[src/scu_config.svh]
// Field widths and constants for the system control unit
// The scan word width must stay the sum of the three field widths
// Reset buffer depth below 2 is not supported

`ifndef SCU_CONFIG_SVH
`define SCU_CONFIG_SVH

// Scan word fields
`define SCU_OP_W            2
`define SCU_ADDR_W          2
`define SCU_DATA_W          4

`define SCU_DR_W            (`SCU_OP_W + `SCU_ADDR_W + `SCU_DATA_W)

// Chain id this unit answers to
`define SCU_CHAIN_ID        1'b0

// Register stages in each reset buffer
`define SCU_RST_BUF_DEPTH   2

`endif

[src/scu_dr_pkg.sv]
// Scan access types for the system control chain
// Scan word is shifted LSB first, op sits in the low bits

`default_nettype none

package scu_dr_pkg;

`include "scu_config.svh"

    typedef enum logic [`SCU_OP_W-1:0] {
        SCU_OP_WRITE   = 2'h0,
        SCU_OP_READ    = 2'h1,
        SCU_OP_SETBITS = 2'h2,
        SCU_OP_CLRBITS = 2'h3
    } sysctrl_op_e;

    typedef enum logic [`SCU_ADDR_W-1:0] {
        SCU_ADDR_CONTROL = 2'h0,
        SCU_ADDR_MODE    = 2'h1,
        SCU_ADDR_STATUS  = 2'h2,
        SCU_ADDR_STICKY  = 2'h3
    } sysctrl_addr_e;

    typedef struct packed {
        logic [`SCU_DATA_W-1:0] data;   // Operand in, result out
        sysctrl_addr_e          addr;
        sysctrl_op_e            op;     // Shifted out first
    } sysctrl_dr_s;

endpackage

`default_nettype wire

[src/scu_reg_pkg.sv]
// Register layouts behind the system control chain
// All registers are one 4-bit word, decoded by address

`default_nettype none

package scu_reg_pkg;

`include "scu_config.svh"

    typedef struct packed {
        logic [2:0] rsrv;           // Writable, no function
        logic       sys_reset;      // System reset request
    } control_reg_s;

    typedef struct packed {
        logic [1:0] rsrv;
        logic       hdu_rst_mux;    // 1: HDU reset from power-up only
        logic       dm_rst_mux;     // 1: DM reset follows system reset
    } mode_reg_s;

    // Also the sticky register layout
    typedef struct packed {
        logic hdu_reset;
        logic dm_reset;
        logic core_reset;
        logic sys_reset;
    } status_reg_s;

    typedef union packed {
        logic [`SCU_DATA_W-1:0] raw;
        control_reg_s           control;
        mode_reg_s              mode;
        status_reg_s            status;
    } sysctrl_word_u;

endpackage

`default_nettype wire

[src/scu_access_ctrl.sv]
// Operation decode for the system control registers
// Fully combinational, result valid in the update cycle
// Status is read only, sticky accepts only the clear-bits operation

`default_nettype none

module scu_access_ctrl (
    input  logic                        dr_update,
    input  scu_dr_pkg::sysctrl_op_e     dr_op,
    input  scu_dr_pkg::sysctrl_addr_e   dr_addr,
    input  scu_reg_pkg::sysctrl_word_u  dr_data,
    input  scu_reg_pkg::sysctrl_word_u  control_reg,
    input  scu_reg_pkg::sysctrl_word_u  mode_reg,
    input  scu_reg_pkg::sysctrl_word_u  status,
    input  scu_reg_pkg::sysctrl_word_u  sticky,
    output scu_reg_pkg::sysctrl_word_u  cmd_data,
    output logic                        control_wr,
    output logic                        mode_wr,
    output logic                        sticky_clr
);

    scu_reg_pkg::sysctrl_word_u reg_data;
    logic                       modify;

    // ========================================
    // Read mux
    // ========================================
    always_comb begin
        case (dr_addr)
            scu_dr_pkg::SCU_ADDR_CONTROL: reg_data = control_reg;
            scu_dr_pkg::SCU_ADDR_MODE:    reg_data = mode_reg;
            scu_dr_pkg::SCU_ADDR_STATUS:  reg_data = status;
            default:                      reg_data = sticky;
        endcase
    end

    // Result of the operation, also the new register value
    always_comb begin
        case (dr_op)
            scu_dr_pkg::SCU_OP_WRITE:   cmd_data.raw = dr_data.raw;
            scu_dr_pkg::SCU_OP_READ:    cmd_data.raw = reg_data.raw;
            scu_dr_pkg::SCU_OP_SETBITS: cmd_data.raw = reg_data.raw | dr_data.raw;
            default:                    cmd_data.raw = reg_data.raw & ~dr_data.raw;
        endcase
    end

    // ========================================
    // Write strobes
    // ========================================
    assign modify     = dr_update & (dr_op != scu_dr_pkg::SCU_OP_READ);

    assign control_wr = modify & (dr_addr == scu_dr_pkg::SCU_ADDR_CONTROL);
    assign mode_wr    = modify & (dr_addr == scu_dr_pkg::SCU_ADDR_MODE);
    // Sticky bits can only be cleared from the chain
    assign sticky_clr = modify & (dr_addr == scu_dr_pkg::SCU_ADDR_STICKY)
                               & (dr_op == scu_dr_pkg::SCU_OP_CLRBITS);

endmodule

`default_nettype wire

[src/scu_regs.sv]
// Control, mode and sticky status registers
// Status input must be synchronous to clk
// Sticky set on a status rising edge wins over a clear in the same cycle

`default_nettype none

module scu_regs (
    input  logic                        clk,
    input  logic                        pwrup_rst_n_sync,
    input  scu_reg_pkg::sysctrl_word_u  cmd_data,
    input  logic                        control_wr,
    input  logic                        mode_wr,
    input  logic                        sticky_clr,
    input  scu_reg_pkg::status_reg_s    status,
    output scu_reg_pkg::sysctrl_word_u  control_reg,
    output scu_reg_pkg::sysctrl_word_u  mode_reg,
    output scu_reg_pkg::sysctrl_word_u  sticky,
    output logic                        sys_reset_req,
    output logic                        dm_rst_mux,
    output logic                        hdu_rst_mux
);

    scu_reg_pkg::status_reg_s status_dly;
    scu_reg_pkg::status_reg_s status_rise;

    // ========================================
    // Control and mode
    // ========================================
    always_ff @(posedge clk or negedge pwrup_rst_n_sync) begin
        if (!pwrup_rst_n_sync) begin
            control_reg <= '0;
        end else if (control_wr) begin
            control_reg <= cmd_data;
        end
    end

    always_ff @(posedge clk or negedge pwrup_rst_n_sync) begin
        if (!pwrup_rst_n_sync) begin
            mode_reg <= '0;
        end else if (mode_wr) begin
            mode_reg <= cmd_data;
        end
    end

    assign sys_reset_req = control_reg.control.sys_reset;
    assign dm_rst_mux    = mode_reg.mode.dm_rst_mux;
    assign hdu_rst_mux   = mode_reg.mode.hdu_rst_mux;

    // ========================================
    // Sticky status
    // ========================================
    // Zero after power-up, so every sticky bit sets once
    always_ff @(posedge clk or negedge pwrup_rst_n_sync) begin
        if (!pwrup_rst_n_sync) begin
            status_dly <= '0;
        end else begin
            status_dly <= status;
        end
    end

    assign status_rise = status & ~status_dly;

    always_ff @(posedge clk or negedge pwrup_rst_n_sync) begin
        if (!pwrup_rst_n_sync) begin
            sticky <= '0;
        end else begin
            for (int i = 0; i < $bits(scu_reg_pkg::status_reg_s); i++) begin
                if (status_rise[i]) begin
                    sticky.raw[i] <= 1'b1;
                end else if (sticky_clr) begin
                    sticky.raw[i] <= cmd_data.raw[i];   // Already R & ~D
                end
            end
        end
    end

endmodule

`default_nettype wire

[src/scu_rst_buf.sv]
// Registered reset buffer with qualifier
// rst_in_n must be synchronous to clk, src_rst_n clears all stages at once
// Qualifier leads the reset by one cycle on assert, trails it on release

`default_nettype none

`include "scu_config.svh"

module scu_rst_buf (
    input  logic clk,
    input  logic src_rst_n,
    input  logic rst_in_n,
    output logic rst_out_n,
    output logic rst_qlfy_n,
    output logic rst_status_n
);

    logic [`SCU_RST_BUF_DEPTH-1:0] stage;
    logic                          qlfy_dly;

    always_ff @(posedge clk or negedge src_rst_n) begin
        if (!src_rst_n) begin
            stage    <= '0;
            qlfy_dly <= 1'b0;
        end else begin
            stage    <= {stage[`SCU_RST_BUF_DEPTH-2:0], rst_in_n};
            qlfy_dly <= stage[`SCU_RST_BUF_DEPTH-1];   // Holds qualifier off one more cycle
        end
    end

    assign rst_out_n    = stage[`SCU_RST_BUF_DEPTH-1];
    assign rst_qlfy_n   = stage[0] & qlfy_dly;  // Drops with the first stage
    assign rst_status_n = rst_out_n & rst_qlfy_n;

endmodule

`default_nettype wire

[src/scu_rst_tree.sv]
// Reset generation for system, core, debug module and hart debug unit
// All reset inputs are taken as synchronous to clk
// DM and HDU buffers have no qualifier on the pins

`default_nettype none

module scu_rst_tree (
    input  logic                        clk,
    input  logic                        pwrup_rst_n_sync,
    input  logic                        rst_n,
    input  logic                        cpu_rst_n,
    input  logic                        ndm_rst_n,
    input  logic                        hart_rst_n,
    input  logic                        sys_reset_req,
    input  logic                        dm_rst_mux,
    input  logic                        hdu_rst_mux,
    output logic                        sys_rst_n,
    output logic                        sys_rst_n_qlfy,
    output logic                        core_rst_n,
    output logic                        core_rst_n_qlfy,
    output logic                        dm_rst_n,
    output logic                        hdu_rst_n,
    output scu_reg_pkg::status_reg_s    status
);

    logic sys_in_n;
    logic sys_status_n;
    logic core_in_n;
    logic core_buf_qlfy_n;
    logic core_status_n;
    logic dm_src_n;
    logic dm_status_n;
    logic hdu_src_n;
    logic hdu_status_n;

    // ========================================
    // System reset
    // ========================================
    assign sys_in_n = rst_n & ~sys_reset_req;

    scu_rst_buf u_sys_buf (
        .clk          (clk),
        .src_rst_n    (pwrup_rst_n_sync),
        .rst_in_n     (sys_in_n),
        .rst_out_n    (sys_rst_n),
        .rst_qlfy_n   (sys_rst_n_qlfy),
        .rst_status_n (sys_status_n)
    );

    // Core reset, any of CPU, non-DM or hart request
    assign core_in_n = cpu_rst_n & ndm_rst_n & hart_rst_n;

    scu_rst_buf u_core_buf (
        .clk          (clk),
        .src_rst_n    (sys_rst_n),
        .rst_in_n     (core_in_n),
        .rst_out_n    (core_rst_n),
        .rst_qlfy_n   (core_buf_qlfy_n),
        .rst_status_n (core_status_n)
    );

    assign core_rst_n_qlfy = core_buf_qlfy_n & sys_rst_n_qlfy;  // Also drops ahead of sys reset

    // ========================================
    // Debug resets
    // ========================================
    assign dm_src_n  = dm_rst_mux ? sys_rst_n : pwrup_rst_n_sync;
    assign hdu_src_n = hdu_rst_mux ? pwrup_rst_n_sync : core_rst_n;

    scu_rst_buf u_dm_buf (
        .clk          (clk),
        .src_rst_n    (dm_src_n),
        .rst_in_n     (1'b1),
        .rst_out_n    (dm_rst_n),
        .rst_qlfy_n   (),
        .rst_status_n (dm_status_n)
    );

    scu_rst_buf u_hdu_buf (
        .clk          (clk),
        .src_rst_n    (hdu_src_n),
        .rst_in_n     (1'b1),
        .rst_out_n    (hdu_rst_n),
        .rst_qlfy_n   (),
        .rst_status_n (hdu_status_n)
    );

    assign status.sys_reset  = ~sys_status_n;
    assign status.core_reset = ~(core_status_n & sys_rst_n_qlfy);
    assign status.dm_reset   = ~dm_status_n;
    assign status.hdu_reset  = ~hdu_status_n;

endmodule

`default_nettype wire

[src/scu_scan_dr.sv]
// JTAG data register for the system control chain
// Capture, shift and update are single-cycle strobes in the clk domain
// Only chain id SCU_CHAIN_ID is decoded, others are ignored

`default_nettype none

`include "scu_config.svh"

module scu_scan_dr (
    input  logic                        clk,
    input  logic                        pwrup_rst_n_sync,
    input  logic                        tapc_ch_sel,
    input  logic                        tapc_ch_id,
    input  logic                        tapc_ch_capture,
    input  logic                        tapc_ch_shift,
    input  logic                        tapc_ch_update,
    input  logic                        tapc_ch_tdi,
    input  scu_reg_pkg::sysctrl_word_u  cmd_data,
    output logic                        tapc_ch_tdo,
    output logic                        dr_update,
    output scu_dr_pkg::sysctrl_op_e     dr_op,
    output scu_dr_pkg::sysctrl_addr_e   dr_addr,
    output scu_reg_pkg::sysctrl_word_u  dr_data
);

    scu_dr_pkg::sysctrl_dr_s shift_reg;
    scu_dr_pkg::sysctrl_dr_s shadow_reg;
    logic                    chain_hit;
    logic                    dr_capture;
    logic                    dr_shift;

    // ========================================
    // Chain strobe decode
    // ========================================
    assign chain_hit  = tapc_ch_sel & (tapc_ch_id == `SCU_CHAIN_ID);
    assign dr_capture = chain_hit & tapc_ch_capture;
    assign dr_shift   = chain_hit & tapc_ch_shift;
    assign dr_update  = chain_hit & tapc_ch_update;

    always_ff @(posedge clk or negedge pwrup_rst_n_sync) begin
        if (!pwrup_rst_n_sync) begin
            shift_reg <= '0;
        end else if (dr_capture) begin
            shift_reg <= shadow_reg;    // Last result goes out
        end else if (dr_shift) begin
            shift_reg <= {tapc_ch_tdi, shift_reg[`SCU_DR_W-1:1]};
        end
    end

    // Shadow keeps the request, data replaced by the result
    always_ff @(posedge clk or negedge pwrup_rst_n_sync) begin
        if (!pwrup_rst_n_sync) begin
            shadow_reg <= '0;
        end else if (dr_update) begin
            shadow_reg.op   <= shift_reg.op;
            shadow_reg.addr <= shift_reg.addr;
            shadow_reg.data <= cmd_data.raw;
        end
    end

    assign dr_op       = shift_reg.op;
    assign dr_addr     = shift_reg.addr;
    assign dr_data     = shift_reg.data;
    assign tapc_ch_tdo = shift_reg[0];  // LSB first

endmodule

`default_nettype wire

[src/scu_top.sv]
// System control unit top level
// All reset inputs must be synchronous to clk
// Register access only through chain id 0

`default_nettype none

module scu_top (
    input  logic clk,
    input  logic pwrup_rst_n_sync,
    input  logic rst_n,
    input  logic cpu_rst_n,
    input  logic ndm_rst_n,
    input  logic hart_rst_n,
    // JTAG chain
    input  logic tapc_ch_sel,
    input  logic tapc_ch_id,
    input  logic tapc_ch_capture,
    input  logic tapc_ch_shift,
    input  logic tapc_ch_update,
    input  logic tapc_ch_tdi,
    output logic tapc_ch_tdo,
    // Generated resets
    output logic sys_rst_n,
    output logic sys_rst_n_qlfy,
    output logic core_rst_n,
    output logic core_rst_n_qlfy,
    output logic dm_rst_n,
    output logic hdu_rst_n
);

    logic                       dr_update;
    scu_dr_pkg::sysctrl_op_e    dr_op;
    scu_dr_pkg::sysctrl_addr_e  dr_addr;
    scu_reg_pkg::sysctrl_word_u dr_data;
    scu_reg_pkg::sysctrl_word_u cmd_data;
    logic                       control_wr;
    logic                       mode_wr;
    logic                       sticky_clr;
    scu_reg_pkg::sysctrl_word_u control_reg;
    scu_reg_pkg::sysctrl_word_u mode_reg;
    scu_reg_pkg::sysctrl_word_u sticky;
    scu_reg_pkg::status_reg_s   status;
    logic                       sys_reset_req;
    logic                       dm_rst_mux;
    logic                       hdu_rst_mux;

    scu_scan_dr u_scan_dr (
        .clk              (clk),
        .pwrup_rst_n_sync (pwrup_rst_n_sync),
        .tapc_ch_sel      (tapc_ch_sel),
        .tapc_ch_id       (tapc_ch_id),
        .tapc_ch_capture  (tapc_ch_capture),
        .tapc_ch_shift    (tapc_ch_shift),
        .tapc_ch_update   (tapc_ch_update),
        .tapc_ch_tdi      (tapc_ch_tdi),
        .cmd_data         (cmd_data),
        .tapc_ch_tdo      (tapc_ch_tdo),
        .dr_update        (dr_update),
        .dr_op            (dr_op),
        .dr_addr          (dr_addr),
        .dr_data          (dr_data)
    );

    scu_access_ctrl u_access_ctrl (
        .dr_update   (dr_update),
        .dr_op       (dr_op),
        .dr_addr     (dr_addr),
        .dr_data     (dr_data),
        .control_reg (control_reg),
        .mode_reg    (mode_reg),
        .status      (status),      // Status layout read as a raw word
        .sticky      (sticky),
        .cmd_data    (cmd_data),
        .control_wr  (control_wr),
        .mode_wr     (mode_wr),
        .sticky_clr  (sticky_clr)
    );

    scu_regs u_regs (
        .clk              (clk),
        .pwrup_rst_n_sync (pwrup_rst_n_sync),
        .cmd_data         (cmd_data),
        .control_wr       (control_wr),
        .mode_wr          (mode_wr),
        .sticky_clr       (sticky_clr),
        .status           (status),
        .control_reg      (control_reg),
        .mode_reg         (mode_reg),
        .sticky           (sticky),
        .sys_reset_req    (sys_reset_req),
        .dm_rst_mux       (dm_rst_mux),
        .hdu_rst_mux      (hdu_rst_mux)
    );

    scu_rst_tree u_rst_tree (
        .clk              (clk),
        .pwrup_rst_n_sync (pwrup_rst_n_sync),
        .rst_n            (rst_n),
        .cpu_rst_n        (cpu_rst_n),
        .ndm_rst_n        (ndm_rst_n),
        .hart_rst_n       (hart_rst_n),
        .sys_reset_req    (sys_reset_req),
        .dm_rst_mux       (dm_rst_mux),
        .hdu_rst_mux      (hdu_rst_mux),
        .sys_rst_n        (sys_rst_n),
        .sys_rst_n_qlfy   (sys_rst_n_qlfy),
        .core_rst_n       (core_rst_n),
        .core_rst_n_qlfy  (core_rst_n_qlfy),
        .dm_rst_n         (dm_rst_n),
        .hdu_rst_n        (hdu_rst_n),
        .status           (status)
    );

endmodule

`default_nettype wire
[config.mk]
export PLATFORM = sky130hd
export DESIGN_NAME = scu_top
export DESIGN_NICKNAME = d
export VERILOG_FILES = /design/src/scu_dr_pkg.sv /design/src/scu_reg_pkg.sv /design/src/scu_access_ctrl.sv /design/src/scu_regs.sv /design/src/scu_rst_buf.sv /design/src/scu_rst_tree.sv /design/src/scu_scan_dr.sv /design/src/scu_top.sv
export VERILOG_INCLUDE_DIRS = /design/src
export SDC_FILE = /design/constraint.sdc
export NUM_CORES = 1
export LEC_CHECK = 0
export BUFFER_PORTS_ARGS = -buffer_cell sky130_fd_sc_hd__buf_2
export CORE_ASPECT_RATIO = 0.5
export CORE_MARGIN = 10
export CORE_UTILIZATION = 35
export DETAILED_ROUTE_END_ITERATION = 8
export PLACE_DENSITY = 0.51
export SLEW_MARGIN = 10
export SYNTH_ARGS = -nofsm -noshare
export SYNTH_HDL_FRONTEND = slang
export SYNTH_SLANG_ARGS = --single-unit
[constraint.sdc]
create_clock -name clk -period 0.85 [get_ports clk]
set_input_delay 0.0425 -clock clk [delete_from_list [all_inputs] [get_ports clk]]
set_output_delay 0.0425 -clock clk [all_outputs]
set_load 0.01 [all_outputs]
==> results of run 1 <==
-- logic make-up (layout without fill, tap and decap cells) --
family                 Yosys count  after routing  share of synthesized area
AOI/OAI and AO/OA               51             51                      0.194
buffers and inverters            9             83                     0.0308
DFF                             44             44                      0.564
muxes                           14             14                     0.0763
other                            1              2                    0.00192
and+or+nand+nor                 47             47                      0.133
-- worst max path at each step --
stage	start	endpoint	slack, ps	depth (start not counted)
after detailed placement	u_scan_dr.dr_addr[1]	u_regs.control_reg[1]	-630	5
after floorplan	u_scan_dr.dr_addr[0]	u_regs.control_reg[1]	-550	4
after CTS	u_scan_dr.dr_addr[1]	u_regs.control_reg[1]	-620	5
after global routing	u_scan_dr.dr_addr[1]	u_regs.control_reg[1]	-690	5
after global placement	u_scan_dr.dr_addr[1]	u_regs.control_reg[1]	-610	5
final	u_scan_dr.dr_addr[1]	u_regs.mode_reg[0]	-610	5
-- layer usage --
layer	up-vias	track usage
li1	747	-
met1	727	0.153
met2	38	0.165
met3	2	0.0334
met4	0	0.0241
met5	-	0
-- metrics by stage --
step           hold slack, ps  utilization  total power (W)  setup WS (ps)  instances
6_report                 50.9        0.513          0.00635           -614        314
5_1_grt                  58.7        0.513          0.00675           -687        314
4_1_cts                  44.4        0.499          0.00630           -622        308
3_5_place_dp             58.5        0.439          0.00438           -630        290
3_3_place_gp             58.8        0.439          0.00436           -606        290
2_1_floorplan            -253            -          0.00372           -555        167
-- cell usage in the layout (no fill, tap or decap), types with 5 or more instances in the layout --
cell type and instances:
buf_6 26, clkbuf_8 6, o21ai_1 16, mux2_2 5
mux2i_1 7, buf_4 31, a21oi_1 7, dlygate4sd3_1 5
buf_2 11, nand2_1 22, dfrtp_1 40
-- power by group through the flow --
stage	clock network, W	logic [W]	registers (W)
final	0.00167	0.00195	0.00273
after global routing	0.00182	0.00214	0.00279
after global placement	0	0.00162	0.00275
after floorplan	0	0.00102	0.00270
after detailed placement	0	0.00163	0.00275
after CTS	0.00171	0.00187	0.00272
-- cell type report --
| class | count | area (um^2) | area share |
|---|---|---|---|
| clock buffers | 6 | 82.6 | 0.0295 |
| clock inverters | 2 | 38.8 | 0.0139 |
| inverters | 2 | 13.8 | 0.00492 |
| multi-input cells | 114 | 832 | 0.298 |
| flip-flops and latches | 44 | 1110 | 0.396 |
| well taps | 73 | 91.3 | 0.0327 |
| repair buffers | 73 | 631 | 0.226 |
-- critical path, delay by kind of cell (launching register included) --
kind,cells,cell delay (ps)
flip-flops,1,470
AO/OA/AOI/OAI,4,750
buffers and inverters,1,160
-- repair_timing --
action                                  in CTS  in global routing
setup buffers                                7                  6
resized for setup                           37                 13
endpoints found under the setup margin      34                 35
hold buffers                                 5                  0
pin swaps                                    7                  3
endpoints found under the hold margin       43                  0
==> impl_summary.md, run 1 <==
Global route
In the global route stage, overall resource usage came out at 0.110. The residual overflow from global routing is 0. Entering global routing, the biggest net connects 21 pins. The first global-routing pass estimated about 8000 um of wire. The number of antenna violations at the first check in global routing came to 0. The number of global-route vias before repair is 1551.

Detailed routing
The first detailed-routing pass took 4 iterations. In the final routed layout, each cell accounts on average for around 15 um. The met1 layer wirelength in the final routing is about 2300 um. In this run the remaining antenna-violating nets after routing total 0. After detailed routing, the number of remaining DRC violations is 0. Wire segments on met3 add up to 289 um in the final route.

The first routing iteration left 92 violations. The routed layout has approximately 1500 vias. The via density per instance is around 4.8.

The total wire length after detailed routing is 4740 um. The highest layer touched by signal routing is met4. The met2 wire length is 2090 um.

Critical path
The slowest stage of the critical path belongs to the cell dfrtp_2. For the worst flop-to-flop path, the logic depth is 5. The signal arrival time at the worst endpoint is between 1500 and 2000 ps.

Traced cell by cell, the critical path runs through buf_4 -> o21a_1 -> a221oi_2 -> a2bb2oi_2 -> a21oi_1. The largest single stage delay on the critical path is 470 ps. The startpoint identified for the worst register-to-register timing path is u_scan_dr.dr_addr[1]. In this run the critical register-to-register path is captured at u_regs.mode_reg[0].

The critical path is of the reg2reg type. The setup slack of the most critical reg-to-reg path is -610 ps. Of all nets on the critical path, the largest fanout is 8. The worst setup path is launched from a register. The sort of element at the end of the critical path is a register. The data required time at the worst endpoint is between 1000 and 1500 ps.

Die
The floorplan has 19 rows. The die is around 73 um tall. The number of top-level design ports is 19.

The region available for standard cell placement spans approximately 0.0054 mm^2. The starting density of the core is 0.358. The width of the die is between 100 and 150 um.

The die area is 0.00914 mm^2.

Timing
Between clock sinks in the finished design, the worst skew comes to 15.2 ps. Setup violations remaining at the end of the flow were counted as 34. The share of the clock period used by the worst path after layout is 1.72.

Summed over all failing endpoints, the final setup total negative slack is -11790 ps. The final worst-path setup slack is -614 ps. The max-slew violation count is 0. Counting I/O delays and the setup requirement, the final critical path takes 1460 ps. The maximum clock frequency is about 0.7 GHz. Setup repair after global routing could not meet its margin everywhere. The final count of hold timing violations is 0.

Power and ir drop
The design internal power is between 0.004 and 0.005 W. VDD sags by at most 1.19 mV. The power density of the placed cells is approximately 2300 mW/mm^2. The share of power burned in the clock network is 0.263. Of the total power, registers draw 0.430. Of the total power, the share spent switching nets is 0.288.

The combinational fraction of design power is 0.307. The leakage dissipation is ~1.3 nW. The switching component of the power is ~0.0018 W.

Yosys
After synthesis, the cell types taking the most area are dfrtp_1 56%, nand2_1 4.6%, o21ai_0 4.1%. For this run, the leading register cell type out of synthesis is dfrtp_1. The most used standard cell by instance count after synthesis is dfrtp_1. The synthesis warning total is 0.

The share of the yosys chip area belonging to registers is 0.564. The netlist area before placement is 0.00195 mm^2. Averaged over all synthesized cells, the footprint is around 12 um^2. The synthesized instance count is roughly 170. The number of different library cells in the post-synthesis netlist is 39. Counting flops and latches in the post-synthesis netlist gives 44. The synthesized design contains 0 enable-type register cells. Summed over all instances, the cell type with the most area after synthesis is dfrtp_1. The area share of the leading cell type in the synthesized netlist is 0.564. The async set-reset flop share out of synthesis is 1.00.

By count the netlist is led by 44 x dfrtp_1, 24 x nand2_1, 16 x o21ai_0.

Clock network
The clock passes through at most 2 buffers. The clock tree synthesis step divided the H-tree into 2 levels. The number of buffers created by CTS is 5. The clock tree from TritonCTS is built. CTS saw 44 sinks.

The clock edge transition at the registers on the reported setup and hold paths is 90 ps. The buffer cell driving the clock tree root is clkbuf_8. For the worst-skew pair, the clock arrives at the later sink with an insertion delay of 290 ps.

Finish
0 antenna diodes ended up in the layout. The area growth from synthesis to layout is 43.3%. The number of flip-flops in the largest register is 8. The final layout contains around 250 nets. The area of all placed cells without fillers is roughly 0.0028 mm^2. The fill cell total of the finished layout is about 480.

The fraction of final layout cells with drive strength greater than 1 is 0.469.

Hold path
The worst-case hold path end point is u_scan_dr.dr_data[3]. The cell depth of the worst min-delay path is 3. The class of the tightest hold or removal check is in2reg. The launch instance of the worst min-delay path is tapc_ch_tdi.

Place
The count of port buffers added during placement is 18. The HPWL after detailed placement is about 3500 um. The congestion estimate from routability-driven global placement came to about 0.78. Once placement finished, the instance area stood at 0.00239 mm^2.

Outcome
The final reports fail on setup timing. The flow ran to the end, but the final reports show violations.

Run
The tool flagged a number of max-cap violations equal to 0.
No activity file was read; power rests on OpenSTA's default activity.
==> run 2, diff against run 1 <==
Clock period 0.85 ns to 1.4 ns, I/O delays scaled along.
==> run 2 against run 1 <==
Against the previous run:
- the run still ends with setup timing left
- total power decreased by 42%
- fmax down 0.31%
- non-clock buffer count down 29
- via count fell by 7.7%
- utilization is 6.0 points lower
- first-iteration DRC count fell by 14%
- die area did not move
- clock skew fell by 12 ps
- critical endpoint is now u_regs.control_reg[3]
- largest cell class unchanged
- largest power group unchanged
- highest routed layer unchanged
==> impl_summary.md, run 2 (synthesis gave the netlist of run 1 again) <==
Outcome
The run finished, with violations left. The checks that failed: setup timing.

Power and ir drop
The power density of the placed cells is 1490 mW/mm^2 (-35%). The highest ir drop seen on vdd is 0.547 mV (-54%). The leakage dissipation is 1.12 nW (-13%).

Finish
The number of diodes is 0 (unchanged). The number of nets in the finished design is 223 (-12%). The area of all placed cells without fillers is 0.00247 mm^2 (-12%). The fraction of final layout cells with drive strength greater than 1 came to 0.377 (-0.0915).

The number of flip-flops in the largest register is 8 (unchanged). The area added between synthesis and finish is 26.6%. The top cell types in the final layout, fill and taps aside, are 42 x dfrtp_1, 24 x nand2_1, 20 x buf_4, 18 x buf_2, 11 x o21ai_0. The final cell count without fillers is 285 (-9.2%). Leaving out fill and tap cells, the most frequent cell in the layout is dfrtp_1.

The share of the core filled with cells was 0.453 (-0.0600).

Die
The number of top-level design ports is 19 (unchanged). The number of core rows is 19 (unchanged). The chip height is 72.8 um (unchanged). The width of the die is 126 um (unchanged). The starting density of the core came to 0.358 (unchanged).

The die area is 0.00914 mm^2 (unchanged). The standard cell core area is 0.00544 mm^2 (unchanged).

Clock network
The H-tree depth reported by CTS is 2 (unchanged). The number of buffers created by CTS is 5 (unchanged). The clock network latency to the later pin of the worst-skew pair is 300 ps (about the same).

The maximum clock insertion buffer count is 2 (unchanged). TritonCTS built the clock tree. The clock edge transition at the registers on the reported setup and hold paths is 90 ps (about the same). The buffer cell driving the clock tree root is clkbuf_8. The clock sink total came to 44 (unchanged).

Critical path
The origin of the critical flop-to-flop path is u_scan_dr.dr_addr[1]. The signal arrival time at the worst endpoint is 1650 ps (about the same). The cell depth of the worst flop-to-flop path came to 4 (-1). STA classifies the critical path startpoint as a register.

The setup slack of the most critical reg-to-reg path is -70 ps (+550 ps). The worst register-to-register path ends at u_regs.control_reg[3]. The data required time at the worst endpoint is 1580 ps (+550 ps). The worst-path maximum fanout is 7 (-1).

The class of the most critical setup path is reg2reg. The sort of element at the end of the critical path is a register.

Hold path
The worst hold path terminates at u_rst_tree.u_core_buf.stage[0]. The cell depth of the worst min-delay path came to 2 (-1). The worst hold path begins at cpu_rst_n. The class of the tightest hold or removal check is in2reg.

Place
The count of port buffers added during placement is 18 (unchanged). The post-placement cell area is 0.00226 mm^2 (-5.2%). The HPWL after detailed placement is 3300 um (-6.4%). The cell total after placement was 272 (-6.2%). The routability congestion estimate from global placement was 0.798 (+2.5%).

Detailed routing
The via density per instance is 4.91 (+1.7%). The overall via count from detail_route was 1398 (-7.7%). The count of antenna-violating nets left after detailed routing is 0 (unchanged). The routed wirelength normalized by instance count is 15.9 um (+5.5%). The iteration count of the initial detailed-routing pass is 4 (unchanged).

The total wire length after detailed routing is 4540 um (-4.2%). The number of remaining DRC errors came to 0 (unchanged). The iteration-0 DRC count of the detailed router is 79 (-14%).

Timing
The max-slew violation count was 0 (unchanged). The worst clock skew is 2.84 ps (-12.4 ps). The clock period minus worst slack was 1470 ps (+4.55 ps). The maximum clock frequency is 0.681 GHz (-0.31%). The number of setup violations in the final report is 15 (-56%).

The worst-case hold slack is 8.85 ps (-42.1 ps). Setup repair after global routing could not meet its margin everywhere. The final count of hold timing violations is 0 (unchanged). The final worst-path setup slack is -68.4 ps (+545 ps). The share of the clock period used by the worst path after layout came to 1.05 (-0.673).

Global route
The aggregate global-route resource usage is 0.103 (-0.00719). The wire length of the first global-routing pass is 7530 um (-7.2%). The number of global-route vias before repair came to 1416 (-8.7%). The largest net degree at the start of global routing is 19 (-9.5%). The number of antenna violations at the first check in global routing is 0 (unchanged). The residual overflow from global routing is 0 (unchanged).

Run
The max-capacitance violation count is 0 (unchanged).
## run 2: changes by cell type in the layout (fill, tap and decap cells not counted), sizes merged
cell / delta
dlygate4sd3: -2
inv: +1
buf: -27
clkinvlp: -1
## run 2: per-stage QoR
step           setup slack [ps]  setup TNS, ps  power, W
2_1_floorplan             -4.54          -7.71   0.00225
3_3_place_gp              -44.6           -410   0.00257
3_5_place_dp              -66.8           -543   0.00258
4_1_cts                   -43.2           -387   0.00366
5_1_grt                    -140          -1790   0.00387
6_report                  -68.4           -578   0.00367
## run 2: where the power goes
group / leakage [nW] / internal [W] / switching, W
sequential: 0.541 / 0.00148 / 0.000184
clock: 0.0614 / 0.000584 / 0.000453
combinational: 0.515 / 0.000512 / 0.000454
## run 2: how the worst max path moves through the flow
stage                         start                      end  slack [ps]
2_1_floorplan  u_scan_dr.dr_addr[0]    u_regs.control_reg[1]          -5
3_3_place_gp   u_scan_dr.dr_addr[1]         u_regs.sticky[1]         -40
3_5_place_dp   u_scan_dr.dr_addr[0]         u_regs.sticky[3]         -70
4_1_cts        u_scan_dr.dr_addr[1]  u_scan_dr.shadow_reg[7]         -40
5_1_grt        u_scan_dr.dr_addr[1]    u_regs.control_reg[3]        -140
6_report       u_scan_dr.dr_addr[1]    u_regs.control_reg[3]         -70
## run 2: area by class of cell
cell class                      instances  area, um^2
Clock buffer                            6        82.6
Timing Repair Buffer                   44         313
Sequential cell                        44        1100
Clock inverter                          2        38.8
Inverter                                2        7.51
Multi-Input combinational cell        114         832
Tap cell                               73        91.3
Fill cell                             536        2980
## run 2: metal layers
metal | global-route usage | share of wire | vias to the layer above
li1 | - | - | 690
met1 | 0.144 | 0.52 | 687
met2 | 0.152 | 0.44 | 16
met3 | 0.0247 | 0.034 | 5
met4 | 0.0343 | 0.012 | 0
met5 | 0 | 0 | -
## run 2: worst max-delay path, stage by stage, from the launching register on
cell and delay (ps):
dfrtp_2 470, and2b_2 250, a221oi_2 270, a2bb2oi_2 260, o21ai_1 100
## run 2: what timing repair did
action,4_1_cts,5_1_grt
hold buffers,3,0
buffers inserted,2,0
resized for setup,5,9
setup endpoints to repair,14,16
hold endpoints to repair,14,0
pin swaps,4,3
